--- src/source/pipe_pkg.sv ---
package pipe_pkg;

    // datapath widths
    localparam int XLEN       = 64;
    localparam int REG_ADDR_W = 5;

    // alu op codes
    localparam int ALU_OP_W = 3;
    localparam logic [ALU_OP_W-1:0] OP_ADD = 3'd0;
    localparam logic [ALU_OP_W-1:0] OP_SUB = 3'd1;
    localparam logic [ALU_OP_W-1:0] OP_AND = 3'd2;
    localparam logic [ALU_OP_W-1:0] OP_OR  = 3'd3;
    localparam logic [ALU_OP_W-1:0] OP_XOR = 3'd4;
    localparam logic [ALU_OP_W-1:0] OP_SLL = 3'd5;
    localparam logic [ALU_OP_W-1:0] OP_SRL = 3'd6;
    localparam logic [ALU_OP_W-1:0] OP_SLT = 3'd7;

    // writeback source, upper bit set means load
    localparam int WB_SEL_W = 2;
    localparam logic [WB_SEL_W-1:0] WB_ALU  = 2'b00;
    localparam logic [WB_SEL_W-1:0] WB_PC4  = 2'b01;
    localparam logic [WB_SEL_W-1:0] WB_LOAD = 2'b10;

    // memory access size
    localparam int SIZE_W = 2;
    localparam logic [SIZE_W-1:0] SIZE_B   = 2'd0;
    localparam logic [SIZE_W-1:0] SIZE_H   = 2'd1;
    localparam logic [SIZE_W-1:0] SIZE_W32 = 2'd2;
    localparam logic [SIZE_W-1:0] SIZE_D   = 2'd3;

endpackage

--- src/source/mem_pkg.sv ---
package mem_pkg;

    // depth in 64-bit words
    localparam int MEM_WORDS = 256;

    // byte address bits decoded by the memory
    localparam int MEM_ADDR_W = 11;

    // one strobe per byte lane
    localparam int STRB_W = 8;

    // request to response, in cycles
    localparam int MEM_RD_LATENCY = 2;

endpackage

--- src/source/wb_select.sv ---
`timescale 1ns/1ps

module wb_select (
    input  logic [pipe_pkg::WB_SEL_W-1:0]          wb_sel,
    input  logic [pipe_pkg::XLEN-1:0]              alu_out,
    input  logic [pipe_pkg::XLEN-1:0]              pc_out,
    input  logic [pipe_pkg::XLEN-1:0]              rdata,
    input  logic [$clog2(mem_pkg::STRB_W)-1:0]     addr_lo,
    input  logic [pipe_pkg::SIZE_W-1:0]            mem_size,
    input  logic                                   mem_unsigned,
    output logic [pipe_pkg::XLEN-1:0]              wb_data
);

    logic [pipe_pkg::XLEN-1:0] lane;
    logic [pipe_pkg::XLEN-1:0] load_data;

    // addressed lane down to bit 0
    assign lane = rdata >> {addr_lo, 3'b000};

    always_comb begin
        case (mem_size)
            pipe_pkg::SIZE_B: begin
                load_data = mem_unsigned ? {56'b0, lane[7:0]}
                                         : {{56{lane[7]}}, lane[7:0]};
            end
            pipe_pkg::SIZE_H: begin
                load_data = mem_unsigned ? {48'b0, lane[15:0]}
                                         : {{48{lane[15]}}, lane[15:0]};
            end
            pipe_pkg::SIZE_W32: begin
                load_data = mem_unsigned ? {32'b0, lane[31:0]}
                                         : {{32{lane[31]}}, lane[31:0]};
            end
            default: begin
                load_data = lane;
            end
        endcase
    end

    always_comb begin
        case (wb_sel)
            pipe_pkg::WB_LOAD: wb_data = load_data;
            pipe_pkg::WB_PC4:  wb_data = pc_out + 64'd4;
            default:           wb_data = alu_out;
        endcase
    end

endmodule

--- config.mk ---
export PLATFORM = sky130hd
export DESIGN_NAME = wb_select
export DESIGN_NICKNAME = d
export VERILOG_FILES = /design/src/source/pipe_pkg.sv /design/src/source/mem_pkg.sv /design/src/source/wb_select.sv
export SDC_FILE = /design/constraint.sdc
export NUM_CORES = 1
export LEC_CHECK = 0
export ABC_CLOCK_PERIOD_IN_PS = 2400
export BUFFER_PORTS_ARGS = -buffer_cell sky130_fd_sc_hd__buf_2
export CORE_MARGIN = 8
export CORE_UTILIZATION = 47
export DETAILED_ROUTE_END_ITERATION = 10
export PLACE_DENSITY = 0.85
export SETUP_SLACK_MARGIN = 0.15
export SLEW_MARGIN = 20
export SYNTH_ARGS = -nofsm -noshare
export SYNTH_HDL_FRONTEND = slang
export SYNTH_SLANG_ARGS = --single-unit
--- constraint.sdc ---
create_clock -name vclk -period 2.4
set_input_delay 0.12 -clock vclk [all_inputs]
set_output_delay 0.12 -clock vclk [all_outputs]
set_load 0.01 [all_outputs]
# Word-level counts from Yosys, hierarchy flattened
# Cells that the tools add are included.
# totals
register_bits	0
output_inout_bits	64
wordCells	12
# op_classes
n_addsub	1
n_eq_ne	4
shift	1
muxes	5
n_reduce_logical	1
# op_table
cell	n
$mux 64	3
$pmux 64 s3	1
$pmux 64 s2	1
$add 64x3->64 const B	1
$shr 64x6->64	1
$eq 2x1->1 const B	2
$eq 2x2->1 const B	2
$logic_not 2->1	1

# Depth between registers and ports, before layout
# depth
depth_word	4
depth_mapped	10
ltp_nobuf	7

# Least setup slack after synthesis
# OpenSTA, ideal clock, no wires.
# synth_timing
path_type	input-to-output
start	input addr_lo[2] (netlist bit)
end	output wb_data[36] (netlist bit)
t_arrival_ns	1.868
t_required_ns	2.280
slack_ns	0.412
cell_stages	9
cell_sequence	buf_4 -> nand2b_1 -> buf_2 -> o32ai_1 -> a31oi_1 -> o31ai_1 -> buf_2 -> o21bai_1 -> a31oi_1
# synth_between
elab_chain_cells	4
elab_cells_between_ends	6
# synth_lines
element	line_no	source
start, declared	wb_select.sv:8	input logic [$clog2(mem_pkg::STRB_W)-1:0] addr_lo,
$shr 64x6->64 (*)	wb_select.sv:18	assign lane = rdata >> {addr_lo, 3'b000};
$mux 64, on equally long branches	wb_select.sv:31, wb_select.sv:23, wb_select.sv:27	
$pmux 64 s3 (*)	wb_select.sv:21	case (mem_size)
$pmux 64 s2 (*)	wb_select.sv:41	case (wb_sel)
end, declared	wb_select.sv:11	output logic [pipe_pkg::XLEN-1:0] wb_data
# Every way passes the cells marked *; elsewhere a longest branch is shown, timed or not.

# Final worst setup path
# layout_timing
start	input addr_lo[0] (netlist bit)
end	output wb_data[9] (netlist bit)
# Same word-level chain as after synthesis.

==> summary.txt <==
Logic synthesis
  – Main combinational cell family by area after synthesis: compound AO/OA/AOI/OAI gates
  – Number of distinct library cells after synthesis: 58
  – Average instance area after synthesis: 6.43 µm²
  – Area fraction in compound gates after synthesis: 34.2%
  – Count of yosys warnings during synthesis: 0
  – Multiplexer share of the synthesized area: 19.3%
  – Adder-cell share of the synthesized area: 0.815%
  – Simple-Gate Fraction of Synth Area: 29.1%
  – Sequential-to-total area share from yosys stat: 0%
  – Cell count after synthesis: 716
  – Post-Synthesis Cell Area: 4600 µm²
  – Synth Area in XOR/XNOR: 8.94%
  – Synthesized Nets: 919

Global routing
  – Aggregate global routing overflow: 0
  – Overall Global Routing Usage: 32.8%
  – Via count of the first global-routing pass: 6597
  – Largest net degree at the start of global routing: 40
  – Global-route wire length before repair: 34700 µm
  – Antenna violations before repair: 1

Final layout
  – Number of filler cells placed in the layout: 961
  – Number of sequential cells: 0
  – Combined area of the multi-input logic cells: 4340 µm²
  – Fraction of layout instances using a drive strength above 1: 39.4%
  – Synth-to-layout area growth: 41.1%
  – Final core utilization: 67.4%
  – # clk buffers: 0
  – Number of nets in the final layout: 1183
  – Register area: 0 µm²

Placement
  – Half-perimeter wire length after placement: 19400 µm
  – Final Wtd Congestion: 1.01
  – IO Port Bufs: 264

Timing
  – Final hold violations: 0
  – Peak clock frequency supported by timing: 441 MHz
  – Total Neg Setup Slack: 0 ns
  – Final number of setup-violating endpoints: 0
  – RSZ-0062 raised after global routing: yes
  – Pins over their slew limit: 0
  – Final period util: 94.5%
  – Final critical delay including setup and external delays: 2.27 ns
  – Worst slew margin relative to its limit: 56.5%
  – Measured slew at the worst slew-check pin: 0.651 ns

Drt
  – Metal2 WL: 11200 µm
  – Via count: 7006
  – Total detailed-routing wirelength: 23800 µm
  – 1st-iter DRT viols: 653
  – Average vias per placed instance: 6.30
  – Top metal layer carrying routed signals: met4
  – Total length of routed met3 wires: 2750 µm
  – Final ANT Viol Nets: 0
  – Detailed-router iteration count before antenna repair: 6
  – DRC violation count after routing: 0
  – Routed length on met1: 9110 µm
  – Detailed-route wire length per cell: 21.4 µm

Setup path
  – Critical path fanouts, max: 14
  – Worst Setup Path Type: in2out
  – CP required: 2.28 ns
  – CP cell instances: clkbuf_4 > buf_12 > buf_6 > mux4_2 > mux2_2 > a21oi_1 > a2bb2oi_1 > o21ai_0 > buf_2
  – Startpoint type of the worst setup path: primary input
  – Cell family with the largest share of critical-path delay: multiplexers
  – Critical Path End Type: output port
  – Buf/Inv on CP: 4
  – Crit-path slowest cell: sky130_fd_sc_hd__mux4_2
  – Slowest Stage Delay on Critical Path: 0.51 ns
  – Data arrival time of the worst path: 2.15 ns

Power and ir drop
  – Worst IR drop on VDD: 0.000123 V
  – Pwr per Cell Area: 215 nW/µm²
  – Static leakage: 2.83 nW

Floorplan
  – Die footprint: 13200 µm²
  – Placeable core region: 9640 µm²
  – Initial cell density of the core: 47.8%
  – Top Ports: 264
  – Vertical die dimension: 115 µm
  – Rows: 36
  – X dimension of the die: 115 µm

CTS
  – Hold buffer count at cts: 0

Status
  – Status: complete, no violations

Job
  – Max-Cap Viols: 0

Worst hold path
  – Worst Hold Class: in2out
-- cell type report --
| class | instances | area share (%) |
|---|---|---|
| Antenna cell | 1 | 0.0385 |
| Inverter | 21 | 1.21 |
| Multi-Input combinational cell | 635 | 66.9 |
| Timing Repair Buffer | 322 | 29.3 |
| Tap cell | 133 | 2.56 |
-- final timing paths --
path | from | end | cells after the start
max | addr_lo[0] | wb_data[9] | 9
min | alu_out[11] | wb_data[11] | 4
-- report_power, final --
group            total [mW]  leakage, nW  internal [mW]  switching [mW]
clock          0.0000000557   0.00000634   0.0000000557               0
combinational          1.39         2.83          0.614           0.779
sequential                0            0              0               0
total                  1.39         2.83          0.614           0.779
-- timing repair --
item / CTS / global route
gates resized for setup: 4 / 22
cloned: 0 / 5
pin swaps: 1 / 5
endpoints found under the setup margin: 14 / 48
buffers inserted: 1 / 1
-- cell usage after synthesis, drive strengths merged, types with 3 or more instances --
| cell | count | area [µm²] |
|---|---|---|
| buf | 24 | 134 |
| o22ai | 13 | 87.6 |
| a22oi | 12 | 90.1 |
| nor2b | 4 | 25.0 |
| or3 | 4 | 25.0 |
| nand3 | 24 | 120 |
| o21ai | 65 | 329 |
| clkbuf | 37 | 139 |
| a31oi | 9 | 56.3 |
| nand4 | 16 | 106 |
| inv | 21 | 78.8 |
| o31a | 6 | 52.6 |
| mux4 | 15 | 338 |
| or2 | 4 | 25.0 |
| a211oi | 5 | 42.5 |
| nand2 | 97 | 364 |
| nand2b | 5 | 31.3 |
| nor2 | 52 | 195 |
| xor2 | 12 | 105 |
| o211ai | 25 | 188 |
| a2bb2oi | 19 | 166 |
| o21a | 3 | 22.5 |
| nor3 | 24 | 125 |
| nor4 | 12 | 75.1 |
| and2 | 10 | 62.6 |
| and4 | 8 | 70.1 |
| o221ai | 5 | 43.8 |
| xnor2 | 35 | 307 |
| a221oi | 5 | 43.8 |
| a21oi | 56 | 280 |
| ha | 3 | 37.5 |
| or4 | 3 | 26.3 |
| o2bb2ai | 7 | 61.3 |
| mux2 | 23 | 259 |
| mux2i | 29 | 290 |
| and3 | 8 | 50.1 |
-- cells in the final DEF (no fill, tap or decap), types with 7 or more instances in the layout --
cell type,count
sky130_fd_sc_hd__buf_2,262
sky130_fd_sc_hd__nand2_1,97
sky130_fd_sc_hd__a21oi_1,56
sky130_fd_sc_hd__o21ai_0,54
sky130_fd_sc_hd__nor2_1,51
sky130_fd_sc_hd__buf_4,47
sky130_fd_sc_hd__xnor2_1,35
sky130_fd_sc_hd__mux2i_1,28
sky130_fd_sc_hd__o211ai_1,25
sky130_fd_sc_hd__nand3_1,24
sky130_fd_sc_hd__nor3_1,23
sky130_fd_sc_hd__mux2_2,23
sky130_fd_sc_hd__inv_1,21
sky130_fd_sc_hd__a2bb2oi_1,18
sky130_fd_sc_hd__mux4_2,15
sky130_fd_sc_hd__nand4_1,15
sky130_fd_sc_hd__xor2_1,12
sky130_fd_sc_hd__o22ai_1,12
sky130_fd_sc_hd__a22oi_1,12
sky130_fd_sc_hd__nor4_1,11
sky130_fd_sc_hd__o21ai_1,10
sky130_fd_sc_hd__a31oi_1,9
sky130_fd_sc_hd__and2_1,9
sky130_fd_sc_hd__and3_1,8
sky130_fd_sc_hd__and4_1,7
sky130_fd_sc_hd__o2bb2ai_1,7
-- stage by stage --
| stage | setup slack (ns) | cell area, µm² | total power [mW] | hold WS, ns | cells |
|---|---|---|---|---|---|
| after global routing | 0.0867 | 6490 | 1.49 | 0.552 | 1112 |
| final | 0.131 | 6490 | 1.39 | 0.529 | 1112 |
| after global placement | 0.118 | 6270 | 1.31 | 0.529 | 1104 |
| after detailed placement | 0.0892 | 6270 | 1.31 | 0.532 | 1104 |
| after floorplan | 0.412 | 4600 | 0.712 | 0.360 | 716 |
| after CTS | 0.135 | 6290 | 1.33 | 0.531 | 1105 |
-- cells by family (layout without fill, tap and decap cells) --
| kind of cell | Yosys count | count (layout) |
|---|---|---|
| XOR/XNOR | 47 | 47 |
| AO/OA/AOI/OAI | 241 | 242 |
| other | 0 | 1 |
| AND/OR/NAND/NOR | 276 | 276 |
| adder cells (fa/ha/maj) | 3 | 3 |
| multiplexers | 67 | 67 |
| buffers and inverters | 82 | 343 |
-- routing by layer --
layer | vias to the layer above | track usage [%]
met4 | 0 | 8.67
met5 | - | 0
met2 | 478 | 54.6
met3 | 64 | 6.30
met1 | 3231 | 42.2
li1 | 3233 | -
Power figures use the tool's default switching activity.
