--- config.mk ---
export PLATFORM = sky130hd
export DESIGN_NAME = addr_gen
export DESIGN_NICKNAME = d
export VERILOG_FILES = /design/src/source/pipe_pkg.sv /design/src/source/mem_pkg.sv /design/src/source/addr_gen.sv
export SDC_FILE = /design/constraint.sdc
export NUM_CORES = 1
export LEC_CHECK = 0
export BUFFER_PORTS_ARGS = -buffer_cell sky130_fd_sc_hd__clkbuf_2
export CAP_MARGIN = 20
export CORE_AREA = 3 3 129 131
export DETAILED_ROUTE_END_ITERATION = 7
export DIE_AREA = 0 0 132 134
export PLACE_DENSITY = 0.7
export SETUP_SLACK_MARGIN = 0.4
export SYNTH_ARGS = -nofsm -noshare
export SYNTH_HDL_FRONTEND = slang
export SYNTH_SLANG_ARGS = --single-unit
--- constraint.sdc ---
create_clock -name vclk -period 8.5
set_clock_uncertainty 0.15 [all_clocks]
set_input_delay 0.425 -clock vclk [all_inputs]
set_output_delay 0.425 -clock vclk [all_outputs]
set_load 0.03 [all_outputs]
--- src/source/pipe_pkg.sv ---
package pipe_pkg;

    // datapath widths
    localparam int XLEN       = 64;
    localparam int REG_ADDR_W = 5;

    // alu op codes
    localparam int ALU_OP_W = 3;
    localparam logic [ALU_OP_W-1:0] OP_ADD = 3'd0;
    localparam logic [ALU_OP_W-1:0] OP_SUB = 3'd1;
    localparam logic [ALU_OP_W-1:0] OP_AND = 3'd2;
    localparam logic [ALU_OP_W-1:0] OP_OR  = 3'd3;
    localparam logic [ALU_OP_W-1:0] OP_XOR = 3'd4;
    localparam logic [ALU_OP_W-1:0] OP_SLL = 3'd5;
    localparam logic [ALU_OP_W-1:0] OP_SRL = 3'd6;
    localparam logic [ALU_OP_W-1:0] OP_SLT = 3'd7;

    // writeback source, upper bit set means load
    localparam int WB_SEL_W = 2;
    localparam logic [WB_SEL_W-1:0] WB_ALU  = 2'b00;
    localparam logic [WB_SEL_W-1:0] WB_PC4  = 2'b01;
    localparam logic [WB_SEL_W-1:0] WB_LOAD = 2'b10;

    // memory access size
    localparam int SIZE_W = 2;
    localparam logic [SIZE_W-1:0] SIZE_B   = 2'd0;
    localparam logic [SIZE_W-1:0] SIZE_H   = 2'd1;
    localparam logic [SIZE_W-1:0] SIZE_W32 = 2'd2;
    localparam logic [SIZE_W-1:0] SIZE_D   = 2'd3;

endpackage

--- src/source/mem_pkg.sv ---
package mem_pkg;

    // depth in 64-bit words
    localparam int MEM_WORDS = 256;

    // byte address bits decoded by the memory
    localparam int MEM_ADDR_W = 11;

    // one strobe per byte lane
    localparam int STRB_W = 8;

    // request to response, in cycles
    localparam int MEM_RD_LATENCY = 2;

endpackage

--- src/source/addr_gen.sv ---
`timescale 1ns/1ps

module addr_gen (
    input  logic [pipe_pkg::XLEN-1:0]   src1,
    input  logic [pipe_pkg::XLEN-1:0]   src2,
    input  logic [pipe_pkg::XLEN-1:0]   imm,
    input  logic [pipe_pkg::SIZE_W-1:0] mem_size,
    output logic [pipe_pkg::XLEN-1:0]   mem_addr,
    output logic [mem_pkg::STRB_W-1:0]  wstrb,
    output logic [pipe_pkg::XLEN-1:0]   wdata
);

    logic [$clog2(mem_pkg::STRB_W)-1:0] byte_off;
    logic [mem_pkg::STRB_W-1:0]         base_strb;

    // base plus offset, as for any rv load or store
    assign mem_addr = src1 + imm;
    assign byte_off = mem_addr[$clog2(mem_pkg::STRB_W)-1:0];

    // lanes covered by the access, before the lane shift
    always_comb begin
        case (mem_size)
            pipe_pkg::SIZE_B: begin
                base_strb = 8'h01;
            end
            pipe_pkg::SIZE_H: begin
                base_strb = 8'h03;
            end
            pipe_pkg::SIZE_W32: begin
                base_strb = 8'h0f;
            end
            default: begin
                base_strb = 8'hff;
            end
        endcase
    end

    // assumes natural alignment, so nothing spills past lane 7
    assign wstrb = base_strb << byte_off;

    // store data moved up to the addressed lane
    assign wdata = src2 << {byte_off, 3'b000};

endmodule

## Word-level counts from Yosys, hierarchy flattened

Index checks and enable logic that the tools add are counted.
Widths: inputs -> output; s select.

- Logic and storage cells: 7
- Bits in registers: 0

- Muxes and demuxes: 1
- Shifts and indexed selects: 2
- Reduce and logical (&&, ||, !) cells: 1
- Eq/ne operators: 2
- $add $sub $neg: 1

Operators with widths:

| kind | count |
|---|---|
| $add 64x64->64 | 1 |
| $shl 64x6->64 | 1 |
| $pmux 8 s3 | 1 |
| $shl 8x3->8 | 1 |
| $eq 2x1->1 const B | 1 |
| $eq 2x2->1 const B | 1 |
| $logic_not 2->1 | 1 |

## Longest topological paths before layout

Gate-level depths: netlist of the first run.

- Depth after elaboration: 3
- Depth in mapped cells: 12
- Depth with buffers taken out: 12

## Worst setup path after synthesis of the first run

OpenSTA, ideal clock, no wires.

- Path type: input-to-output
- Start point: input port src1[0] (netlist name)
- End point: output port mem_addr[62] (netlist name)
- Required time: 7925 ps
- Data arrival time: 3334 ps
- Slack: 4591 ps
- Cell stages on the path: 12
- Cell sequence: ha_1 > inv_1 > fa_1 > nand2b_1 > a21oi_1 > o31a_1 > a21o_1 > a211oi_2 > o21ai_2 > a41oi_4 > o31a_1 > a311oi_1

- Longest elaborated chain between the ends: 1

Ends and longest elaborated chain:

| item | line | source |
|---|---|---|
| start: declaration | addr_gen.sv:4 | `input logic [pipe_pkg::XLEN-1:0] src1,` |
| $add 64x64->64 | addr_gen.sv:17 | `assign mem_addr = src1 + imm;` |
| end: declaration | addr_gen.sv:8 | `output logic [pipe_pkg::XLEN-1:0] mem_addr,` |

No other way between the ends.

## Worst setup path in the final report of the first run

- Start point: input port imm[0] (netlist name)
- End point: output port wdata[53] (netlist name)

- Longest elaborated chain between the ends: 2

Ends and longest elaborated chain:

| item | line | source |
|---|---|---|
| start: declaration | addr_gen.sv:6 | `input logic [pipe_pkg::XLEN-1:0] imm,` |
| $add 64x64->64 | addr_gen.sv:17 |  |
| $shl 64x6->64 | addr_gen.sv:42 | `assign wdata = src2 << {byte_off, 3'b000};` |
| end: declaration | addr_gen.sv:10 | `output logic [pipe_pkg::XLEN-1:0] wdata` |

No other way between the ends.

==> results of run 1 <==
final cells by class:
type                       count  area [um^2]  area share
multi-input combinational    791         5560       0.731
timing repair buffer         333         1670       0.220
tap                          216          270      0.0355
inverter                      27          101      0.0133
logic make-up (layout without fill, tap and decap cells):
kind of cell             after synthesis  in the layout
AO/OA/AOI/OAI                        303            303
AND/OR/NAND/NOR                      302            302
buffers and inverters                 78            360
adder cells (fa/ha/maj)               64             64
multiplexers                          64             64
XOR/XNOR                              58             58
per-layer routing:
metal  vias to the layer above  GRT usage  wire length, um
li1                       3771          -                -
met1                      3508      0.307             9310
met2                       417      0.426            11000
met3                        57     0.0345             2080
met4                         0     0.0671              741
met5                         -          0                0
stage by stage:
stage	cell area, um^2	power [mW]	setup WS [ps]
2_1_floorplan	5830	0.724	4590
3_3_place_gp	7600	1.01	3810
3_5_place_dp	7600	1.01	3750
4_1_cts	7600	1.02	3770
5_1_grt	7600	1.10	3430
6_report	7600	1.02	3830
cell usage in the layout (no fill, tap or decap), types with 3 or more instances in the layout:
cell type	count
clkbuf_2	330
nand2_1	105
a21oi_1	95
nor2_1	92
ha_1	62
o21ai_0	52
mux2i_1	40
xnor2_1	37
nand3_1	29
inv_1	25
a21o_1	24
o21ai_1	22
xor2_1	20
nand4_1	16
mux4_2	16
nor3_1	15
and2_1	14
o21bai_1	13
o21a_1	12
o31ai_1	12
nor2b_1	8
mux2_2	8
a31o_2	8
a31oi_1	6
o22ai_1	6
and3_1	5
nand2b_1	5
a21boi_0	4
o211ai_1	4
a211oi_2	4
a211oi_1	4
or3_1	3
nor4_1	3
o31a_1	3
a311oi_1	3
o21ba_2	3
or2_2	3
a41oi_1	3
buf_4	3
Yosys cell counts, types with 12 or more instances:
library cell | number | share of area
ha_1 | 63 | 0.14
nand3_1 | 29 | 0.025
o21bai_1 | 13 | 0.017
o21a_1 | 12 | 0.015
a21oi_1 | 95 | 0.082
mux2i_1 | 40 | 0.069
o31ai_1 | 12 | 0.015
and2_1 | 14 | 0.015
nor3_1 | 15 | 0.013
nand2_1 | 105 | 0.068
nand4_1 | 16 | 0.017
o21ai_1 | 22 | 0.019
o21ai_0 | 52 | 0.045
nor2_1 | 92 | 0.059
mux4_2 | 16 | 0.062
a21o_1 | 24 | 0.031
clkbuf_1 | 36 | 0.023
xnor2_1 | 37 | 0.056
xor2_1 | 21 | 0.032
inv_1 | 25 | 0.016
power groups by stage:
stage	clock network, mW	registers, mW	logic [mW]
2_1_floorplan	0	0	0.724
3_3_place_gp	0	0	1.01
3_5_place_dp	0	0	1.01
4_1_cts	0	0	1.02
5_1_grt	0	0	1.10
6_report	0	0	1.02
worst min-delay path by stage:
stage	slack (ps)	startpoint	end	cells after the start
2_1_floorplan	920	src2[0]	wdata[0]	1
3_3_place_gp	1110	src2[0]	wdata[0]	3
3_5_place_dp	1110	src2[3]	wdata[3]	3
4_1_cts	1110	src2[3]	wdata[3]	3
5_1_grt	1130	src2[0]	wdata[0]	3
6_report	1110	src2[0]	wdata[0]	3
==> metrics.md, run 1 <==
| Metric | Value |
|---|---|
| Largest family of logic cells by synthesized area | compound AO/OA/AOI/OAI gates |
| Slew Limit Headroom | 0.314 |
| Number of library cell types mapped by synthesis | 65 |
| 1st-iter DRT viols | 496 |
| Grt ovf | 0 |
| Worst Setup SP | imm[0] |
| Syn nets | 1,127 |
| CTS Hold Buffers Added | 0 |
| Row count | 46 |
| Worst setup endpoint | wdata[53] |
| Crit Path Category | input pin to primary output |
| Seq. cell area | 0 um^2 |
| Clock Power Share | 0 |
| Pwr Density | 134 nW/um^2 |
| Die H | 134 um |
| Clock buffer count in the final layout | 0 |
| Top delay family on crit path | buffers and inverters |
| Final min period | 4670 ps |
| Synth Area in XOR/XNOR | 0.0872 |
| First-pass GRT wire length | 36,600 um |
| Worst Setup Start Kind | input pin |
| Post-synthesis mux area share | 0.146 |
| Post-Syn Instances | 869 |
| Synth Area in Compound Gates | 0.344 |
| Die W | 132 um |
| CP endpoint kind | primary output |
| Worst-path maximum fanout | 82 |
| CP Data Arrival Time | 4090 ps |
| Remaining antenna violation count after routing | 0 |
| Register share of total power | 0 |
| DRT Wirelength | 23,100 um |
| Fmax | 0.214 GHz |
| Combinational power share | 1.000 |
| Initial Utilization | 0.371 |
| Gr usage total | 0.241 |
| Ratio of cells with drive above 1 in the final layout | 0.340 |
| Crit share post-route | 0.549 |
| DR WL/cell | 16.9 um |
| First-pass DRT Iterations | 5 |
| Worst path cell trace | clkbuf_2 -> ha_4 -> clkinv_1 -> nor2_1 -> a21oi_1 -> o21ai_0 -> clkbuf_2 |
| Final Hold Vio Count | 0 |
| P_leak | 3.82 nW |
| Post-synthesis adder-cell area fraction | 0.139 |
| Post-CTS Setup Bufs | 0 |
| Post_cts resized | 0 |
| Inst Count DP | 1,367 |
| Core ar. | 15,700 um^2 |
| Io pins | 330 |
| WP depth | 7 |
| Crit-path slowest cell | clkinv_1 |
| Port Buffers | 330 |
| WHS | 1110 ps |
| Seq_cells | 0 |
| Ys Warns | 0 |
| Ant diodes | 0 |
| Slew Viols, Final | 0 |
| Syn_area_per_cell | 6.70 um^2 |
| P&R area growth vs syn | 30.5% |
| Vias in the first global route | 7,182 |
| DP Wirelength | 19,300 um |
| CP required | 7930 ps |
| Cell-internal power | 0.336 mW |
| Setup violations, final | 0 |
| Worst-margin pin slew | 1030 ps |
| Final core occ | 0.484 |
| Sequential area share after synthesis | 0 |
| Most used cell, CP | clkbuf_2 |
| CP bufs+invs | 3 |
| Post-route insts no fill | 1,367 |
| Sw Ratio | 0.671 |
| Die ar. | 17,700 um^2 |
| Vias per cell | 5.67 |
| Initial antenna violation count | 0 |
| Final GP Congestion | 0.980 |
| DRC Markers | 0 |
| Setup TNS | 0 ps |
| Cell area after synthesis | 5830 um^2 |
| Unrepaired setup endpoints after global routing | false |
| Via count | 7,753 |
| Worst min-delay path category | input pin to primary output |
| Max-Cap Viols | 0 |
| Slowest stage delay, CP | 940 ps |
| Peak VDD IR | 0.0837 mV |
| P_sw | 0.685 mW |
| Fillers | 1,619 |
| Synth Area in Simple Gates | 0.232 |
| Status | complete, no violations |
| Largest net degree at the start of global routing | 83 |
| Final nets | 1,411 |
(Power assumes the default switching activity.)
==> run 2: changes to the inputs <==
- CORE_AREA: 3 3 129 131 -> 3 3 128 130
- DIE_AREA: 0 0 132 134 -> 0 0 131 133
- PLACE_DENSITY: 0.7 -> 0.74
- clock period: 8.5 -> 4.2 ns (I/O delays scaled with it)
==> metrics.md, run 2 (synthesis gave the netlist of run 1 again) <==
| Metric | Value |
|---|---|
| Largest net degree at the start of global routing | 65 |
| WHS | 689 ps |
| Setup violations, final | 0 |
| Die H | 133 um |
| Post-route insts no fill | 1,367 |
| CP required | 3840 ps |
| Slew Limit Headroom | 0.484 |
| Port Buffers | 330 |
| Remaining antenna violation count after routing | 0 |
| Sw Ratio | 0.668 |
| Setup TNS | 0 ps |
| Fmax | 0.276 GHz |
| Die W | 131 um |
| Final setup margin | 580 ps |
| P_sw | 1.39 mW |
| CP endpoint kind | primary output |
| Seq_cells | 0 |
| DRC Markers | 0 |
| Final nets | 1,416 |
| DP Wirelength | 19,800 um |
| CP bufs+invs | 3 |
| CP Data Arrival Time | 3260 ps |
| Initial Utilization | 0.382 |
| Met3 wire len | 2010 um |
| Cell-internal power | 0.692 mW |
| Inst Count DP | 1,367 |
| Setup WS pre-CTS | 577 ps |
| Initial antenna violation count | 1 |
| P_leak | 3.85 nW |
| Grt ovf | 0 |
| Worst min-delay path category | input pin to primary output |
| Commonest cells after routing, fill and taps aside | clkbuf_2, nand2_1, a21oi_1 |
| Ant diodes | 0 |
| Top routing layer used | met5 |
| Final min period | 3620 ps |
| Combinational power share | 1.000 |
| Via count | 7,759 |
| Gr usage total | 0.245 |
| Register share of total power | 0 |
| Ratio of cells with drive above 1 in the final layout | 0.343 |
| Clock buffer count in the final layout | 0 |
| Worst-margin pin slew | 774 ps |
| Worst path cell trace | clkbuf_2 -> ha_4 -> inv_1 -> fa_2 -> nand2b_1 -> a21oi_2 -> o31a_1 -> a21o_1 -> a211oi_2 -> o21ai_2 -> a41oi_4 -> o31a_1 -> a311oi_1 -> clkbuf_2 |
| Row count | 45 |
| Met1 WL | 9240 um |
| Clock Power Share | 0 |
| Crit Path Category | input pin to primary output |
| Peak VDD IR | 0.151 mV |
| Slew Viols, Final | 0 |
| WL met2 | 11,300 um |
| Fillers | 1,626 |
| Pwr Density | 272 nW/um^2 |
| Io pins | 330 |
| Commonest non-fill, non-tap cell in the layout | clkbuf_2 |
| Max-Cap Viols | 0 |
| Worst Setup Start Kind | input pin |
| 1st-iter DRT viols | 504 |
| Vias in the first global route | 7,282 |
| Top delay family on crit path | compound AO/OA/AOI/OAI gates |
| CTS Hold Buffers Added | 0 |
| Worst-path maximum fanout | 5 |
| Post-CTS Setup Bufs | 0 |
| DRT Wirelength | 23,200 um |
| Unrepaired setup endpoints after global routing | false |
| Status | complete, no violations |
| Final core occ | 0.501 |
| Die ar. | 17,400 um^2 |
| Final GP Congestion | 0.951 |
| Final Hold Vio Count | 0 |
| First-pass GRT wire length | 35,700 um |
| Vias per cell | 5.68 |
| Core ar. | 15,300 um^2 |
| P&R area growth vs syn | 31.3% |
| Seq. cell area | 0 um^2 |
| First-pass DRT Iterations | 5 |
| DR WL/cell | 17.0 um |
| Crit-path slowest cell | fa_2 |
| Crit share post-route | 0.862 |
| Slowest stage delay, CP | 380 ps |
-- run 2: changes by cell type in the layout (fill, tap and decap cells not counted) --
cell,before,now
buf_12,0,1
buf_4,3,7
a21oi_1,95,94
a21oi_2,0,1
-- run 2: worst paths after layout --
check | start | endpoint | slack [ps] | cells after the start
worst max-delay path | src1[0] | mem_addr[62] | 580 | 14
worst min-delay path | src2[7] | wdata[7] | 690 | 3
-- run 2: power groups by stage --
stage          Sequential [mW]  Combinational (mW)  Clock (mW)
2_1_floorplan                0                1.47           0
3_3_place_gp                 0                2.06           0
3_5_place_dp                 0                2.07           0
4_1_cts                      0                2.08           0
5_1_grt                      0                2.24           0
6_report                     0                2.08           0
-- run 2: what timing repair did --
| action | in CTS | in global routing |
|---|---|---|
| setup endpoints to repair | 0 | 1 |
| hold endpoints to repair | 0 | 0 |
| resized for setup | 0 | 1 |
-- run 2: tightest hold or removal path: cells and delay by family --
| family | cells | cell delay [ps] |
|---|---|---|
| and+or+nand+nor | 1 | 130 |
| buffers and inverters | 2 | 280 |
-- run 2: final cells by class --
class / count / area (um^2) / share of cell area
inverter: 27 / 101 / 0.0132
multi-input combinational: 791 / 5560 / 0.727
timing repair buffer: 338 / 1720 / 0.225
tap: 211 / 264 / 0.0345
-- run 2: per-stage QoR --
| stage | total power, mW | instance area, um^2 |
|---|---|---|
| floorplan | 1.47 | 5830 |
| global placement | 2.06 | 7650 |
| detailed placement | 2.07 | 7650 |
| CTS | 2.08 | 7650 |
| global route | 2.24 | 7650 |
| finish | 2.08 | 7650 |
-- run 2: layer usage --
metal,GRT usage,vias to the layer above
met5,0,-
met4,0.0611,2
met3,0.0355,49
met2,0.434,402
met1,0.306,3522
li1,-,3784
