`src/source/pipe_pkg.sv`:
```
package pipe_pkg;

    // datapath widths
    localparam int XLEN       = 64;
    localparam int REG_ADDR_W = 5;

    // alu op codes
    localparam int ALU_OP_W = 3;
    localparam logic [ALU_OP_W-1:0] OP_ADD = 3'd0;
    localparam logic [ALU_OP_W-1:0] OP_SUB = 3'd1;
    localparam logic [ALU_OP_W-1:0] OP_AND = 3'd2;
    localparam logic [ALU_OP_W-1:0] OP_OR  = 3'd3;
    localparam logic [ALU_OP_W-1:0] OP_XOR = 3'd4;
    localparam logic [ALU_OP_W-1:0] OP_SLL = 3'd5;
    localparam logic [ALU_OP_W-1:0] OP_SRL = 3'd6;
    localparam logic [ALU_OP_W-1:0] OP_SLT = 3'd7;

    // writeback source, upper bit set means load
    localparam int WB_SEL_W = 2;
    localparam logic [WB_SEL_W-1:0] WB_ALU  = 2'b00;
    localparam logic [WB_SEL_W-1:0] WB_PC4  = 2'b01;
    localparam logic [WB_SEL_W-1:0] WB_LOAD = 2'b10;

    // memory access size
    localparam int SIZE_W = 2;
    localparam logic [SIZE_W-1:0] SIZE_B   = 2'd0;
    localparam logic [SIZE_W-1:0] SIZE_H   = 2'd1;
    localparam logic [SIZE_W-1:0] SIZE_W32 = 2'd2;
    localparam logic [SIZE_W-1:0] SIZE_D   = 2'd3;

endpackage

```
`src/source/mem_pkg.sv`:
```
package mem_pkg;

    // depth in 64-bit words
    localparam int MEM_WORDS = 256;

    // byte address bits decoded by the memory
    localparam int MEM_ADDR_W = 11;

    // one strobe per byte lane
    localparam int STRB_W = 8;

    // request to response, in cycles
    localparam int MEM_RD_LATENCY = 2;

endpackage

```
`src/source/ex_mem_reg.sv`:
```
`timescale 1ns/1ps

module ex_mem_reg (
    input  logic                                 I_sys_clk,
    input  logic                                 I_rst,
    input  logic                                 in_valid,
    output logic                                 allowin,
    input  logic [pipe_pkg::XLEN-1:0]            alu_in,
    input  logic [pipe_pkg::XLEN-1:0]            addr_in,
    input  logic [pipe_pkg::XLEN-1:0]            wdata_in,
    input  logic [pipe_pkg::XLEN-1:0]            pc_in,
    input  logic [mem_pkg::STRB_W-1:0]           wstrb_in,
    input  logic [pipe_pkg::SIZE_W-1:0]          size_in,
    input  logic                                 unsigned_in,
    input  logic [pipe_pkg::WB_SEL_W-1:0]        wb_sel_in,
    input  logic [pipe_pkg::REG_ADDR_W-1:0]      rd_addr_in,
    input  logic                                 reg_wen_in,
    input  logic                                 mem_wen_in,
    output logic                                 wb_valid,
    input  logic                                 wb_ready,
    output logic [pipe_pkg::XLEN-1:0]            alu_out,
    output logic [pipe_pkg::XLEN-1:0]            pc_out,
    output logic [pipe_pkg::XLEN-1:0]            mem_addr,
    output logic [pipe_pkg::XLEN-1:0]            wdata,
    output logic [mem_pkg::STRB_W-1:0]           wstrb,
    output logic [pipe_pkg::SIZE_W-1:0]          mem_size,
    output logic                                 mem_unsigned,
    output logic [pipe_pkg::WB_SEL_W-1:0]        wb_sel,
    output logic [pipe_pkg::REG_ADDR_W-1:0]      rd_addr,
    output logic                                 reg_wen,
    output logic                                 mem_rd_en,
    output logic                                 mem_wen,
    input  logic                                 rdata_valid,
    output logic                                 rsp_take
);

    logic entry_valid;
    logic load_wait;
    logic is_store;
    logic accept;
    logic retire;

    // a load is held back until load_wait clears
    assign wb_valid = entry_valid && !load_wait;
    assign retire   = wb_valid && wb_ready;
    assign allowin  = !entry_valid || retire;
    assign accept   = in_valid && allowin;

    // memory side effects happen when the entry leaves
    assign mem_wen  = retire && is_store;
    assign rsp_take = retire && wb_sel[1];

    always_ff @(posedge I_sys_clk) begin
        if (I_rst) begin
            entry_valid <= 1'b0;
            load_wait   <= 1'b0;
            mem_rd_en   <= 1'b0;
        end else begin
            // read request fires the cycle after a load is taken
            mem_rd_en <= accept && wb_sel_in[1];
            if (allowin) begin
                entry_valid <= in_valid;
            end
            if (accept) begin
                load_wait <= wb_sel_in[1];
            end else if (rdata_valid) begin
                load_wait <= 1'b0;
            end
        end
    end

    // entry payload
    always_ff @(posedge I_sys_clk) begin
        if (accept) begin
            alu_out      <= alu_in;
            pc_out       <= pc_in;
            mem_addr     <= addr_in;
            wdata        <= wdata_in;
            wstrb        <= wstrb_in;
            mem_size     <= size_in;
            mem_unsigned <= unsigned_in;
            wb_sel       <= wb_sel_in;
            rd_addr      <= rd_addr_in;
            reg_wen      <= reg_wen_in;
            is_store     <= mem_wen_in;
        end
    end

    a_rd_wr_excl: assert property (@(posedge I_sys_clk) disable iff (I_rst)
        !(mem_rd_en && mem_wen));

    // a stalled writeback keeps its entry and its response
    a_wb_hold: assert property (@(posedge I_sys_clk) disable iff (I_rst)
        wb_valid && !wb_ready |=> wb_valid && entry_valid);

endmodule

```
`config.mk`:
```
export PLATFORM = sky130hd
export DESIGN_NAME = ex_mem_reg
export DESIGN_NICKNAME = d
export VERILOG_FILES = /design/src/source/pipe_pkg.sv /design/src/source/mem_pkg.sv /design/src/source/ex_mem_reg.sv
export SDC_FILE = /design/constraint.sdc
export NUM_CORES = 1
export LEC_CHECK = 0
export BUFFER_PORTS_ARGS = -buffer_cell sky130_fd_sc_hd__buf_2
export CAP_MARGIN = 20
export CORE_AREA = 2 2 217 219
export CTS_CLUSTER_SIZE = 24
export DETAILED_ROUTE_END_ITERATION = 10
export DIE_AREA = 0 0 219 221
export GPL_TIMING_DRIVEN = 1
export PLACE_DENSITY = 0.54
export SLEW_MARGIN = 0
export SYNTH_ARGS = -nofsm -noshare
export SYNTH_HDL_FRONTEND = slang
export SYNTH_SLANG_ARGS = --single-unit
export TNS_END_PERCENT = 10
```
`constraint.sdc`:
```
create_clock -name I_sys_clk -period 17.6 [get_ports I_sys_clk]
set_input_delay 1.76 -clock I_sys_clk [delete_from_list [all_inputs] [get_ports I_sys_clk]]
set_output_delay 1.76 -clock I_sys_clk [all_outputs]
set_load 0.01 [all_outputs]
```
### After elaboration in Yosys (flattened, before gate mapping)

Cells that the tools add are included.

* $lt $le $gt $ge: 0
* shifts and indexed selects: 0
* multiplexer cells: 2
* div/mod/pow operators: 0
* eq/ne operators: 0
* multipliers: 0
* bitwise gates (word level): 0
* reduce and logical (&&, ||, !) cells: 10
* $add $sub $neg: 0

Operators by type and width (count)
* $logic_and A1 B1 Y1: 6
* $logic_not A1 Y1: 2
* $mux W1: 2
* $reduce_bool A2 Y1: 1
* $logic_or A1 B1 Y1: 1

* bits in read-only memories: 0
* memories: 0
* output and inout bits: 280
* RAM bits: 0
* word-level logic and storage cells: 26
* input bits: 281
* latch bits: 0
* flip-flop bits (word level): 279

### Depth between registers and ports, before layout

Gate-level depths: netlist of run 1.

* word-level depth: 6
* depth in mapped cells: 3
* depth with buffers taken out: 3

### Worst setup path before layout of run 1

OpenSTA, ideal clock, no wires.

* kind: input-to-reg
* from: input port wb_ready
* to: register alu_out[0] (netlist name) (enable)
* path slack: 8.667 ns
* stages: 3
* data arrival time: 8.259 ns
* required time: 16.926 ns
* library setup time: 0.674 ns
* buffers on the path: 0
* cell sequence: nand2b_4 nand2_1 and2_1

* cells in the longest elaborated chain, start to end: 3

RTL lines
* start, declared: line ex_mem_reg.sv:20 `input logic wb_ready,`
* $logic_and A1 B1 Y1: line ex_mem_reg.sv:45 `assign retire = wb_valid && wb_ready;`
* $logic_or A1 B1 Y1: line ex_mem_reg.sv:46 `assign allowin = !entry_valid || retire;`
* net allowin: line ex_mem_reg.sv:7 `output logic allowin,`
* $logic_and A1 B1 Y1: line ex_mem_reg.sv:47 `assign accept = in_valid && allowin;`
* net accept: line ex_mem_reg.sv:40 `logic accept;`
* end signal, assigned: line ex_mem_reg.sv:75 `alu_out <= alu_in;`
* end, declared: line ex_mem_reg.sv:21 `output logic [pipe_pkg::XLEN-1:0] alu_out,`

The timed path passes the listed nets, and every way through them passes these cells.
A chain may end at the register's enable or synchronous reset.

### Worst setup path after layout of run 1

* from: input port wb_ready
* to: output port allowin

* cells in the longest elaborated chain, start to end: 2

RTL lines (line)
* $logic_and A1 B1 Y1: ex_mem_reg.sv:45
* $logic_or A1 B1 Y1: ex_mem_reg.sv:46
* end, declared: ex_mem_reg.sv:7

Every way passes these cells.

==> results of run 1 <==
## final timing paths
path	start	slack, ns	depth (start not counted)	to
max reg2reg	load_wait	15.05	4	pc_out[5]
min reg2reg	load_wait	0.53	1	load_wait
max	wb_ready	13.65	4	allowin
min	load_wait	0.53	1	load_wait
## worst reg2reg max path, delay by kind of cell (launching register included)
kind	cells	cell delay (ns)
DFF	1	0.33
buffers and inverters	1	0.90
and+or+nand+nor	3	0.86
## sequential cells by signal, summed over array words and instances, names as in the netlist
register      count
wb_sel            2
mem_unsigned      1
wdata            64
reg_wen           1
mem_size          2
alu_out          64
entry_valid       1
pc_out           64
is_store          1
mem_rd_en         1
wstrb             8
mem_addr         64
rd_addr           5
load_wait         1
## metal layers
| layer | share of wire (%) | global-route usage (%) | up-vias |
|---|---|---|---|
| li1 | - | - | 2383 |
| met4 | 3.3 | 3.858 | 12 |
| met3 | 11 | 4.192 | 47 |
| met1 | 34 | 9.600 | 2497 |
| met2 | 51 | 17.77 | 334 |
| met5 | 0.31 | 0 | - |
## where the power goes
| group | switching (mW) | internal (mW) | leakage (nW) |
|---|---|---|---|
| Clock | 0.259 | 0.365 | 0.464 |
| Sequential | 0.0114 | 0.780 | 2.69 |
| Combinational | 0.0649 | 0.0474 | 2.27 |
## cell type report
class / instances / area (um^2) / share of cell area [%]
Clock inverter: 17 / 172.7 / 1.327
Tap cell: 607 / 759.5 / 5.838
Sequential cell: 279 / 8348 / 64.17
Antenna cell: 2 / 5.005 / 0.03847
Clock buffer: 37 / 798.3 / 6.136
Multi-Input combinational cell: 13 / 100.1 / 0.7695
Timing Repair Buffer: 563 / 2825 / 21.72
## cell usage in the layout (no fill, tap or decap)
cell and n:
edfxtp_1 276, nor2b_1 1, bufinv_16 3, buf_4 3, clkinv_1 5, a21oi_1 1
dfxtp_1 3, nor2_1 1, and2_4 1, a211oi_4 1, and3_1 2, clkinvlp_4 3
nand2_1 2, clkbuf_1 6, nand2b_4 1, nor3_1 1, a21o_1 1, inv_6 1
clkinv_2 3, buf_2 560, diode_2 2, clkbuf_16 31, and2b_4 1, clkinv_4 2
## stage by stage
| stage | area [um^2] | power (mW) |
|---|---|---|
| 2_1_floorplan | 8446 | 0.8498 |
| 3_3_place_gp | 12030 | 0.9192 |
| 3_5_place_dp | 12030 | 0.9215 |
| 4_1_cts | 13000 | 1.559 |
| 5_1_grt | 13010 | 1.592 |
| 6_report | 13010 | 1.528 |
## logic make-up (layout without fill, tap and decap cells)
logic type	Yosys count	count (layout)
AO/OA/AOI/OAI	3	3
buffers and inverters	0	617
flip-flops	279	279
other	0	2
AND/OR/NAND/NOR	10	10
==> impl_summary.txt, run 1 <==
----------------------------------------------------
[Synthesis]
  Count of cell types in the netlist ... 13
  Portion of netlist area occupied by mux cells ... 0%
  Cell area after synthesis ... 8446 um^2
  Cell with the most instances after synthesis ... edfxtp_1
  Portion of the post-synthesis area used by sequential elements ... 98.84%
  Area fraction of the dominant cell type after synthesis ... 98.13%
  Library cell occupying the most area in the post-synthesis netlist ... edfxtp_1
  Adder-Cell Fraction of Synth Area ... 0%
  List of most frequent post-synthesis cells ... edfxtp_1, dfxtp_1, and3_1, nand2_1
  Syn Inst Count ... 292
  Avg Synthesized Cell Area ... 28.92 um^2
  Post-synthesis net count ... 573
  Compound-cell area share of the yosys netlist ... 0.3852%
  Yosys warning count ... 0
  Synthesized flop and latch total ... 279
  Cell types with the largest area share after synthesis ... edfxtp_1, dfxtp_1, a211oi_4
  Basic-gate share of the synthesized area counting and, or, nand and nor cells ... 0.7704%
  Xor and xnor area share after synthesis ... 0%
  Largest family of logic cells by synthesized area ... simple AND/OR/NAND/NOR gates
  Ys flop type ... edfxtp_1
  EDFF count, synth ... 276
  Async S/R FF share, synth ... 0%

[Clock tree]
  Level count of the clock H-tree ... 1
  TritonCTS clock tree ... yes
  Clock buffer count from CTS ... 31
  Post-CTS setup repair buffer count ... 0
  Clock Pin Slew Worst Setup and Hold Paths ... 0.06 ns
  Number of clock sinks seen by CTS ... 279
  Cell at the root of the clock tree ... clkbuf_16
  Maximum root-to-sink buffer count ... 3
  Number of gates given a new drive strength after cts ... 0
  Insertion delay to the later sink of the worst-skew pair ... 0.56 ns
  Hold buffer count at cts ... 0

[Worst setup path]
  Worst EP arrival ... 2.19 ns
  Crit path max-delay family ... buffers and inverters
  Top fanout value on the critical path ... 3
  Cells along the critical path ... buf_2, nand2b_4, nand2_1, buf_2
  Required time of the critical path ... 15.84 ns
  Count of buffering cells on the critical path with inverters included ... 2
  Element type at the critical path end ... primary output
  Delay of the slowest cell on the worst path ... 0.15 ns
  Category of the critical setup timing path ... primary input to primary output
  Sort of element at the start of the critical path ... primary input
  Most common cell type on the critical path ... buf_2
  Cell with the largest stage delay on the worst path ... buf_2

[STA]
  Fin Clk Skew ... 0.01295 ns
  Worst slack on hold paths ... 0.5327 ns
  Worst Max-Slew Pin Slew ... 0.9803 ns
  Clock period minus final worst setup slack ... 3.952 ns
  Unrepaired setup endpoints after global routing ... no
  Smallest setup slack after layout ... 13.65 ns
  Fmax ... 0.2531 GHz
  Final Hold Fails ... 0
  Total negative slack ... 0 ns
  Total setup violations reported at the end of the flow ... 0
  Final critical-path share of the clock period ... 22.45%
  Pins over their slew limit ... 0
  Worst rel slew slack ... 34.64%

[Routing]
  Detailed Route WL ... 25.33 mm
  DRT Pass-1 Iters ... 4
  Routed vias/inst ... 3.474
  Wire per inst ... 16.69 um
  Drt first-iter violations ... 145
  Routed vias ... 5273
  Number of routed nets with antenna violations ... 0
  Detailed-route DRC error count ... 0

[Placement]
  Post-Place Setup Slack ... 13.56 ns
  Gpl congestion ... 0.8412
  Post-detail-place hpwl ... 19.62 mm
  Cell count after placement ... 1462
  IO Port Bufs ... 560

[Global routing]
  Maximum number of pins on one net before global-route repair ... 77
  GRT overflow ... 0
  GRT Overall Usage ... 9.743%
  Via count of the first global-routing pass ... 5571
  Global-route wire length before repair ... 34.48 mm
  Initial antenna violation count ... 8

[Status]
  Status ... completed

[Floorplan]
  Overall die area ... 48400 um^2
  Width of the chip ... 219 um
  Die Y-Extent ... 221 um
  Initial Utilization ... 18.34%
  Number of placed I/O pins ... 561
  Standard-cell rows ... 79
  Core region area ... 46060 um^2

[Final layout]
  Final core occ ... 28.24%
  Fraction of final layout cells with drive strength greater than 1 ... 67.11%
  Final Net Count ... 1169
  Filler instances ... 4677
  Area growth from synthesis to final layout ... 54.03%
  Fin cells ... 1518

[Pwr]
  Largest voltage drop on the vdd net ... 0.08300 mV
  Leakage dissipation ... 5.425 nW
  Pwr Density ... 117.4 nW/um^2

[Worst hold path]
  Type of the most critical hold path ... flip-flop to flip-flop

[Run]
  Maximum capacitance violations ... 0

----------------------------------------------------
(Power assumes the default switching activity.)
==> inputs of run 2 (changes only) <==
--- a/config.mk
+++ b/config.mk
@@ -7,12 +7,12 @@
 export LEC_CHECK = 0
 export BUFFER_PORTS_ARGS = -buffer_cell sky130_fd_sc_hd__buf_2
 export CAP_MARGIN = 20
-export CORE_AREA = 2 2 217 219
+export CORE_AREA = 2 2 221 223
 export CTS_CLUSTER_SIZE = 24
 export DETAILED_ROUTE_END_ITERATION = 10
-export DIE_AREA = 0 0 219 221
+export DIE_AREA = 0 0 223 225
 export GPL_TIMING_DRIVEN = 1
-export PLACE_DENSITY = 0.54
+export PLACE_DENSITY = 0.52
 export SLEW_MARGIN = 0
 export SYNTH_ARGS = -nofsm -noshare
 export SYNTH_HDL_FRONTEND = slang
==> constraint.sdc (replaced) <==
create_clock -name I_sys_clk -period 4.13 [get_ports I_sys_clk]
set_input_delay 0.413 -clock I_sys_clk [delete_from_list [all_inputs] [get_ports I_sys_clk]]
set_output_delay 0.413 -clock I_sys_clk [all_outputs]
set_load 0.01 [all_outputs]
==> run 2 against run 1 <==
  * Non-clock buffer count grew 9
  * Worst hold slack worse by 0.47 ns
  * Clock power rose to 5.0 times the previous value
  * Via count is 1.6% higher
  * Routed wire length grew 5.1%
  * Sequential share of layout area is 1.5 points lower
  * Flip-flop and latch count unchanged
  * Sequential power rose to 4.3 times the previous value
  * Setup slack got worse by 12 ns
  * Final cell count rose by 1.7%
  * Critical path depth is the same
  * Clock skew about the same
  * Largest cell class unchanged
  * Largest power group unchanged
  * Highest routed layer unchanged
==> impl_summary.txt, run 2 (same netlist as run 1, synthesis figures left out) <==
----------------------------------------------------
[Placement]
  IO Port Bufs ... 560 (unchanged)
  Post-detail-place hpwl ... 20.91 mm (+6.6%)
  Gpl congestion ... 0.7946 (-5.5%)

[STA]
  Total setup violations reported at the end of the flow ... 0 (unchanged)
  Clock period minus final worst setup slack ... 2.117 ns
  Fin Clk Skew ... 0.01298 ns (+0.00003210 ns)
  Final Hold Fails ... 0 (unchanged)
  Pins over their slew limit ... 0 (unchanged)
  Worst rel slew slack ... 38.24% (+3.6 points)
  Worst Max-Slew Pin Slew ... 0.9264 ns (-0.05392 ns)
  Fmax ... 0.4724 GHz
  Total negative slack ... 0 ns (unchanged)
  Unrepaired setup endpoints after global routing ... no
  Final critical-path share of the clock period ... 51.25%
  Worst slack on hold paths ... 0.05907 ns (-0.4737 ns)

[Worst setup path]
  Top fanout value on the critical path ... 64 (+61)
  Element type at the critical path end ... flip-flop
  Required time of the critical path ... 4.31 ns (-11.53 ns)
  Reg2Reg Depth ... 4 (unchanged)
  Cell with the largest stage delay on the worst path ... and2_4
  Sort of element at the start of the critical path ... flip-flop
  Crit Reg-Reg Startpoint ... load_wait
  Category of the critical setup timing path ... flip-flop to flip-flop
  Delay of the slowest cell on the worst path ... 0.77 ns (+0.62 ns)
  Worst reg2reg path endpoint ... rd_addr[1]
  Worst EP arrival ... 2.29 ns (+0.10 ns)
  Cells along the critical path ... nand2b_4, nand2_1, and2_4, buf_12
  Register-to-register path setup slack ... 2.01 ns (-13.04 ns)

[Floorplan]
  Width of the chip ... 223 um (+1.8%)
  Core region area ... 47550 um^2 (+3.2%)
  Overall die area ... 50180 um^2 (+3.7%)
  Die Y-Extent ... 225 um (+1.8%)
  Initial Utilization ... 17.76% (-0.57 points)
  Number of placed I/O pins ... 561 (unchanged)
  Standard-cell rows ... 80 (+1.3%)

[Clock tree]
  Clock Pin Slew Worst Setup and Hold Paths ... 0.06 ns (about the same)
  Insertion delay to the later sink of the worst-skew pair ... 0.52 ns (-0.04 ns)
  Cell at the root of the clock tree ... clkbuf_16
  Hold buffer count at cts ... 0 (unchanged)
  TritonCTS clock tree ... yes
  Level count of the clock H-tree ... 2 (+1)
  Post-CTS setup repair buffer count ... 0 (unchanged)
  Clock buffer count from CTS ... 34 (+9.7%)
  Number of gates given a new drive strength after cts ... 0 (unchanged)
  Number of clock sinks seen by CTS ... 279 (unchanged)
  Maximum root-to-sink buffer count ... 3 (unchanged)

[Pwr]
  Largest voltage drop on the vdd net ... 0.3411 mV (+310%)
  Pwr Density ... 521.9 nW/um^2 (+340%)
  Leakage dissipation ... 5.590 nW (+3.0%)

[Final layout]
  Commonest non-fill, non-tap cell in the layout ... buf_2
  Most frequent cells in the layout ... buf_2, edfxtp_1, clkbuf_16, buf_4, clkinv_2
  Filler instances ... 4796 (+2.5%)
  Final core occ ... 28.02% (-0.22 points)
  Area growth from synthesis to final layout ... 57.73%
  Final Net Count ... 1181 (+1.0%)
  Total area of sequential cells ... 8348 um^2 (unchanged)
  Fraction of final layout cells with drive strength greater than 1 ... 68.00% (+0.89 points)
  Area used by multi-input combinational logic ... 100.1 um^2 (unchanged)

[Routing]
  Drt first-iter violations ... 174 (+20%)
  Number of routed nets with antenna violations ... 0 (unchanged)
  Routed vias/inst ... 3.468 (-0.16%)
  Detailed Route WL ... 26.62 mm (+5.1%)
  Wire per inst ... 17.24 um (+3.3%)
  DRT Pass-1 Iters ... 4 (unchanged)
  Routed vias ... 5355 (+1.6%)
  Detailed-route DRC error count ... 0 (unchanged)

[Worst hold path]
  Type of the most critical hold path ... primary input to flip-flop
  Capture endpoint of the worst hold path ... pc_out[5]
  Launch point of the worst hold path ... pc_in[5]
  Hold Path Stages ... 1 (unchanged)

[Global routing]
  Global-route track usage on met2 ... 17.67% (-0.10 points)
  Global-route wire length before repair ... 36.56 mm (+6.0%)
  Maximum number of pins on one net before global-route repair ... 65 (-16%)
  Busiest layer in global routing ... met2
  Via count of the first global-routing pass ... 5753 (+3.3%)
  Met3 track demand over resource in global routing ... 6.375% (+2.2 points)
  GR Layer Usage met1 ... 9.489% (-0.11 points)
  GRT overflow ... 0 (unchanged)
  GRT Overall Usage ... 10.10% (+0.36 points)
  Initial antenna violation count ... 12 (+4)

[Run]
  Maximum capacitance violations ... 0 (unchanged)

[Status]
  Status ... completed

----------------------------------------------------
==> run 2: changes by cell type in the layout (fill, tap and decap cells not counted), sizes merged, moves of 2 or more <==
cell / change
buf: +9
clkinv: +4
clkinvlp: -2
diode: +2
bufinv: +3
==> run 2: critical path, delay by kind of cell (launching register included) <==
kind	cells	cell delay, ns
flops	1	0.32
simple gates	3	1.02
buf+inv	1	0.40
==> run 2: metrics by stage <==
step           cell area, um^2  worst slack (ns)  power, mW  cells
2_1_floorplan             8448             1.122      3.586    292
3_3_place_gp             12150             1.841      3.931   1479
3_5_place_dp             12150             1.819      3.939   1479
4_1_cts                  13310             1.933      7.094   1540
5_1_grt                  13310             1.850      7.229   1541
6_report                 13320             2.013      6.952   1544
==> run 2: worst max-delay path by stage <==
stage,start,endpoint,slack (ns)
final,load_wait,rd_addr[1],2.01
after global routing,load_wait,alu_out[12],1.85
after CTS,load_wait,alu_out[60],1.93
after detailed placement,wb_ready,wb_sel[0],1.82
after global placement,wb_ready,rd_addr[1],1.84
after floorplan,wb_ready,alu_out[0],1.12
==> run 2: layout make-up <==
cell class	count	share of cell area, %
repair buffers	572	22.00
clock inverters	23	2.076
clock buffers	38	6.659
diodes	4	0.07514
well taps	615	5.776
flip-flops and latches	279	62.67
multi-input cells	13	0.7514
==> run 2: power breakdown <==
group | switching, mW | leakage (nW) | internal [mW]
logic | 0.283 | 2.33 | 0.215
registers | 0.0451 | 2.69 | 3.32
clock network | 1.16 | 0.572 | 1.93
==> run 2: layer usage <==
layer	wire [um]	up-vias
met3	3822	56
met4	665	12
met2	13310	357
li1	-	2420
met5	79	-
met1	8739	2510
==> inputs of run 3 (changes only) <==
--- a/config.mk
+++ b/config.mk
@@ -7,12 +7,12 @@
 export LEC_CHECK = 0
 export BUFFER_PORTS_ARGS = -buffer_cell sky130_fd_sc_hd__buf_2
 export CAP_MARGIN = 20
-export CORE_AREA = 2 2 221 223
+export CORE_AREA = 2 2 219 221
 export CTS_CLUSTER_SIZE = 24
 export DETAILED_ROUTE_END_ITERATION = 10
-export DIE_AREA = 0 0 223 225
+export DIE_AREA = 0 0 221 223
 export GPL_TIMING_DRIVEN = 1
-export PLACE_DENSITY = 0.52
+export PLACE_DENSITY = 0.54
 export SLEW_MARGIN = 0
 export SYNTH_ARGS = -nofsm -noshare
 export SYNTH_HDL_FRONTEND = slang
==> constraint.sdc (replaced) <==
create_clock -name I_sys_clk -period 1.8 [get_ports I_sys_clk]
set_input_delay 0.18 -clock I_sys_clk [delete_from_list [all_inputs] [get_ports I_sys_clk]]
set_output_delay 0.18 -clock I_sys_clk [all_outputs]
set_load 0.01 [all_outputs]
==> run 3 against run 2 <==
  * Flip-flop and latch count unchanged
  * Combinational power rose to 3.4 times the previous value
  * Final cell count up 18%
  * Via count up 19%
  * Global-route usage up 0.73 points
  * Sequential share of layout area down 11 points
  * Clock power up 94%
  * Routed wire length up 6.8%
  * Worst hold slack worse by 0.014 ns
  * Clock skew up 0.0043 ns
  * Count of clock-buffer cells in the layout down 5
==> impl_summary.txt, run 3 (same netlist as run 1, synthesis figures left out) <==
----------------------------------------------------
[Routing]
  Wire per inst ... 15.58 um (-9.6%)
  Routed vias/inst ... 3.493 (+0.70%)
  Detailed Route WL ... 28.44 mm (+6.8%)
  DRT Pass-1 Iters ... 4 (unchanged)
  Number of routed nets with antenna violations ... 0 (unchanged)
  Detailed-route DRC error count ... 0 (unchanged)
  Routed vias ... 6374 (+19%)
  Drt first-iter violations ... 202 (+16%)

[Clock tree]
  TritonCTS clock tree ... yes
  Insertion delay to the later sink of the worst-skew pair ... 0.56 ns (+0.04 ns)
  Post-CTS setup repair buffer count ... 0 (unchanged)
  Level count of the clock H-tree ... 1 (-1)
  Number of clock sinks seen by CTS ... 279 (unchanged)
  Clock Pin Slew Worst Setup and Hold Paths ... 0.06 ns (about the same)
  Maximum root-to-sink buffer count ... 3 (unchanged)
  Clock buffer count from CTS ... 30 (-12%)
  Cell at the root of the clock tree ... clkbuf_16

[Floorplan]
  Overall die area ... 49280 um^2 (-1.8%)
  Core region area ... 47150 um^2 (-0.84%)
  Standard-cell rows ... 80 (unchanged)
  Number of placed I/O pins ... 561 (unchanged)
  Initial Utilization ... 17.91% (+0.15 points)
  Die Y-Extent ... 223 um (-0.89%)
  Width of the chip ... 221 um (-0.90%)

[Pwr]
  Pwr Density ... 960.6 nW/um^2 (+84%)
  Total Power Consumption ... 15.41 mW (+120%)
  Portion of total power attributed to sequential cells ... 50.1% (+1.7 points)
  Combinational power share ... 11.0% (+3.8 points)
  Net Sw Frac ... 21.59% (+0.19 points)
  Leakage dissipation ... 6.737 nW (+21%)
  Design internal power ... 12.08 mW (+120%)
  Clock network fraction of total power ... 38.9% (-5.5 points)
  Switching power ... 3.327 mW (+120%)
  Largest voltage drop on the vdd net ... 0.8583 mV (+150%)

[Worst setup path]
  Worst reg2reg path endpoint ... mem_addr[34]
  Crit Reg-Reg Startpoint ... load_wait
  Top fanout value on the critical path ... 5 (-92%)
  Sort of element at the start of the critical path ... flip-flop
  CP startpoint ... entry_valid
  Category of the critical setup timing path ... flip-flop to primary output
  Number of cells on the critical path ... 3 (-1)
  Worst EP arrival ... 1.53 ns (-0.76 ns)
  Capturing instance or port of the critical path ... mem_wen
  Register-to-register path setup slack ... 0.27 ns (-1.74 ns)
  Cell with the largest stage delay on the worst path ... dfxtp_1
  Element type at the critical path end ... primary output
  Delay of the slowest cell on the worst path ... 0.48 ns (-0.29 ns)
  Cells along the critical path ... and2b_4, and3_1, buf_2
  Count of buffering cells on the critical path with inverters included ... 1 (unchanged)
  Required time of the critical path ... 1.62 ns (-2.69 ns)
  Reg2Reg Depth ... 5 (+1)
  Crit path max-delay family ... flip-flops

[Final layout]
  Final Net Count ... 1467 (+24%)
  Commonest non-fill, non-tap cell in the layout ... buf_2
  Filler instances ... 4486 (-6.5%)
  Fraction of final layout cells with drive strength greater than 1 ... 52.44% (-16 points)
  Area used by multi-input combinational logic ... 107.6 um^2 (+7.5%)
  Most frequent cells in the layout ... buf_2, dlygate4sd3_1, edfxtp_1, clkbuf_16, buf_4
  Total area of sequential cells ... 8348 um^2 (unchanged)
  Area growth from synthesis to final layout ... 89.96%

[Global routing]
  Maximum number of pins on one net before global-route repair ... 44 (-32%)
  Global-route wire length before repair ... 41.18 mm (+13%)
  Initial antenna violation count ... 7 (-5)
  Via count of the first global-routing pass ... 7106 (+24%)
  GRT Overall Usage ... 10.83% (+0.73 points)
  GRT overflow ... 0 (unchanged)

[Placement]
  Gpl congestion ... 0.7861 (-1.1%)
  Post-detail-place hpwl ... 20.36 mm (-2.6%)
  IO Port Bufs ... 560 (unchanged)

[STA]
  Final Hold Fails ... 0 (unchanged)
  Unrepaired setup endpoints after global routing ... no
  Final critical-path share of the clock period ... 94.79%
  Pins over their slew limit ... 0 (unchanged)
  Clock period minus final worst setup slack ... 1.706 ns
  Worst Max-Slew Pin Slew ... 0.2868 ns (-0.6396 ns)
  Total negative slack ... 0 ns (unchanged)
  Fmax ... 0.5861 GHz
  Total setup violations reported at the end of the flow ... 0 (unchanged)
  Fin Clk Skew ... 0.01732 ns (+0.004340 ns)
  Worst rel slew slack ... 80.85% (+43 points)

[Status]
  Status ... completed

[Worst hold path]
  Type of the most critical hold path ... primary input to flip-flop

[Run]
  Maximum capacitance violations ... 0 (unchanged)

----------------------------------------------------
## run 3: stage by stage
step,utilization (%),cell area [um^2],instances,hold slack [ns],worst slack (ns)
after CTS,34.02,16040,1824,0.007589,0.09452
after global placement,26.02,12270,1489,0.3562,0.3148
after global routing,34.02,16040,1824,0.08349,0.007093
final,34.03,16040,1825,0.04516,0.09376
after floorplan,-,8456,292,0.2476,-1.119
after detailed placement,26.02,12270,1489,0.3581,0.2740
## run 3: worst register-to-register path, stage by stage (launching register included)
cell and delay, ns:
dfxtp_1 0.32, nand2b_4 0.17, nand2_4 0.08, and2_4 0.17
buf_12 0.18, buf_12 0.28
## run 3: cell type report
cell class,count,share of cell area (%)
antenna,1,0.01560
timing repair buffer,862,36.44
tap,615,4.796
sequential,279,52.04
clock buffer,33,4.882
clock inverter,22,1.162
multi-input combinational,13,0.6707
## run 3: metal layers
metal	wire, um	GRT usage [%]	share of wire (%)	up-vias
li1	-	-	-	2982
met1	10520	11.90	37	3013
met2	14950	19.91	53	317
met3	2208	3.121	7.8	54
met4	707	3.659	2.5	8
met5	50	0	0.18	-
## run 3: what timing repair did
action,4_1_cts,5_1_grt
gates resized for setup,0,0
endpoints found under the hold margin,279,0
hold buffers,280,0
## run 3: power groups by stage
stage	combinational (mW)	sequential, mW	clock (mW)
3_5_place_dp	1.21	7.85	0
5_1_grt	1.81	7.75	6.42
3_3_place_gp	1.19	7.85	0
2_1_floorplan	0.140	8.09	0
6_report	1.69	7.72	6.00
4_1_cts	1.70	7.72	6.20
## run 3: worst min path at each step
stage	start	endpoint	slack (ns)	cells after the start
CTS	wb_ready	entry_valid	0.008	4
finish	wb_ready	entry_valid	0.05	4
detailed placement	addr_in[27]	mem_addr[27]	0.36	1
floorplan	I_rst	mem_rd_en	0.25	1
global route	wb_ready	entry_valid	0.08	4
global placement	pc_in[9]	pc_out[9]	0.36	1
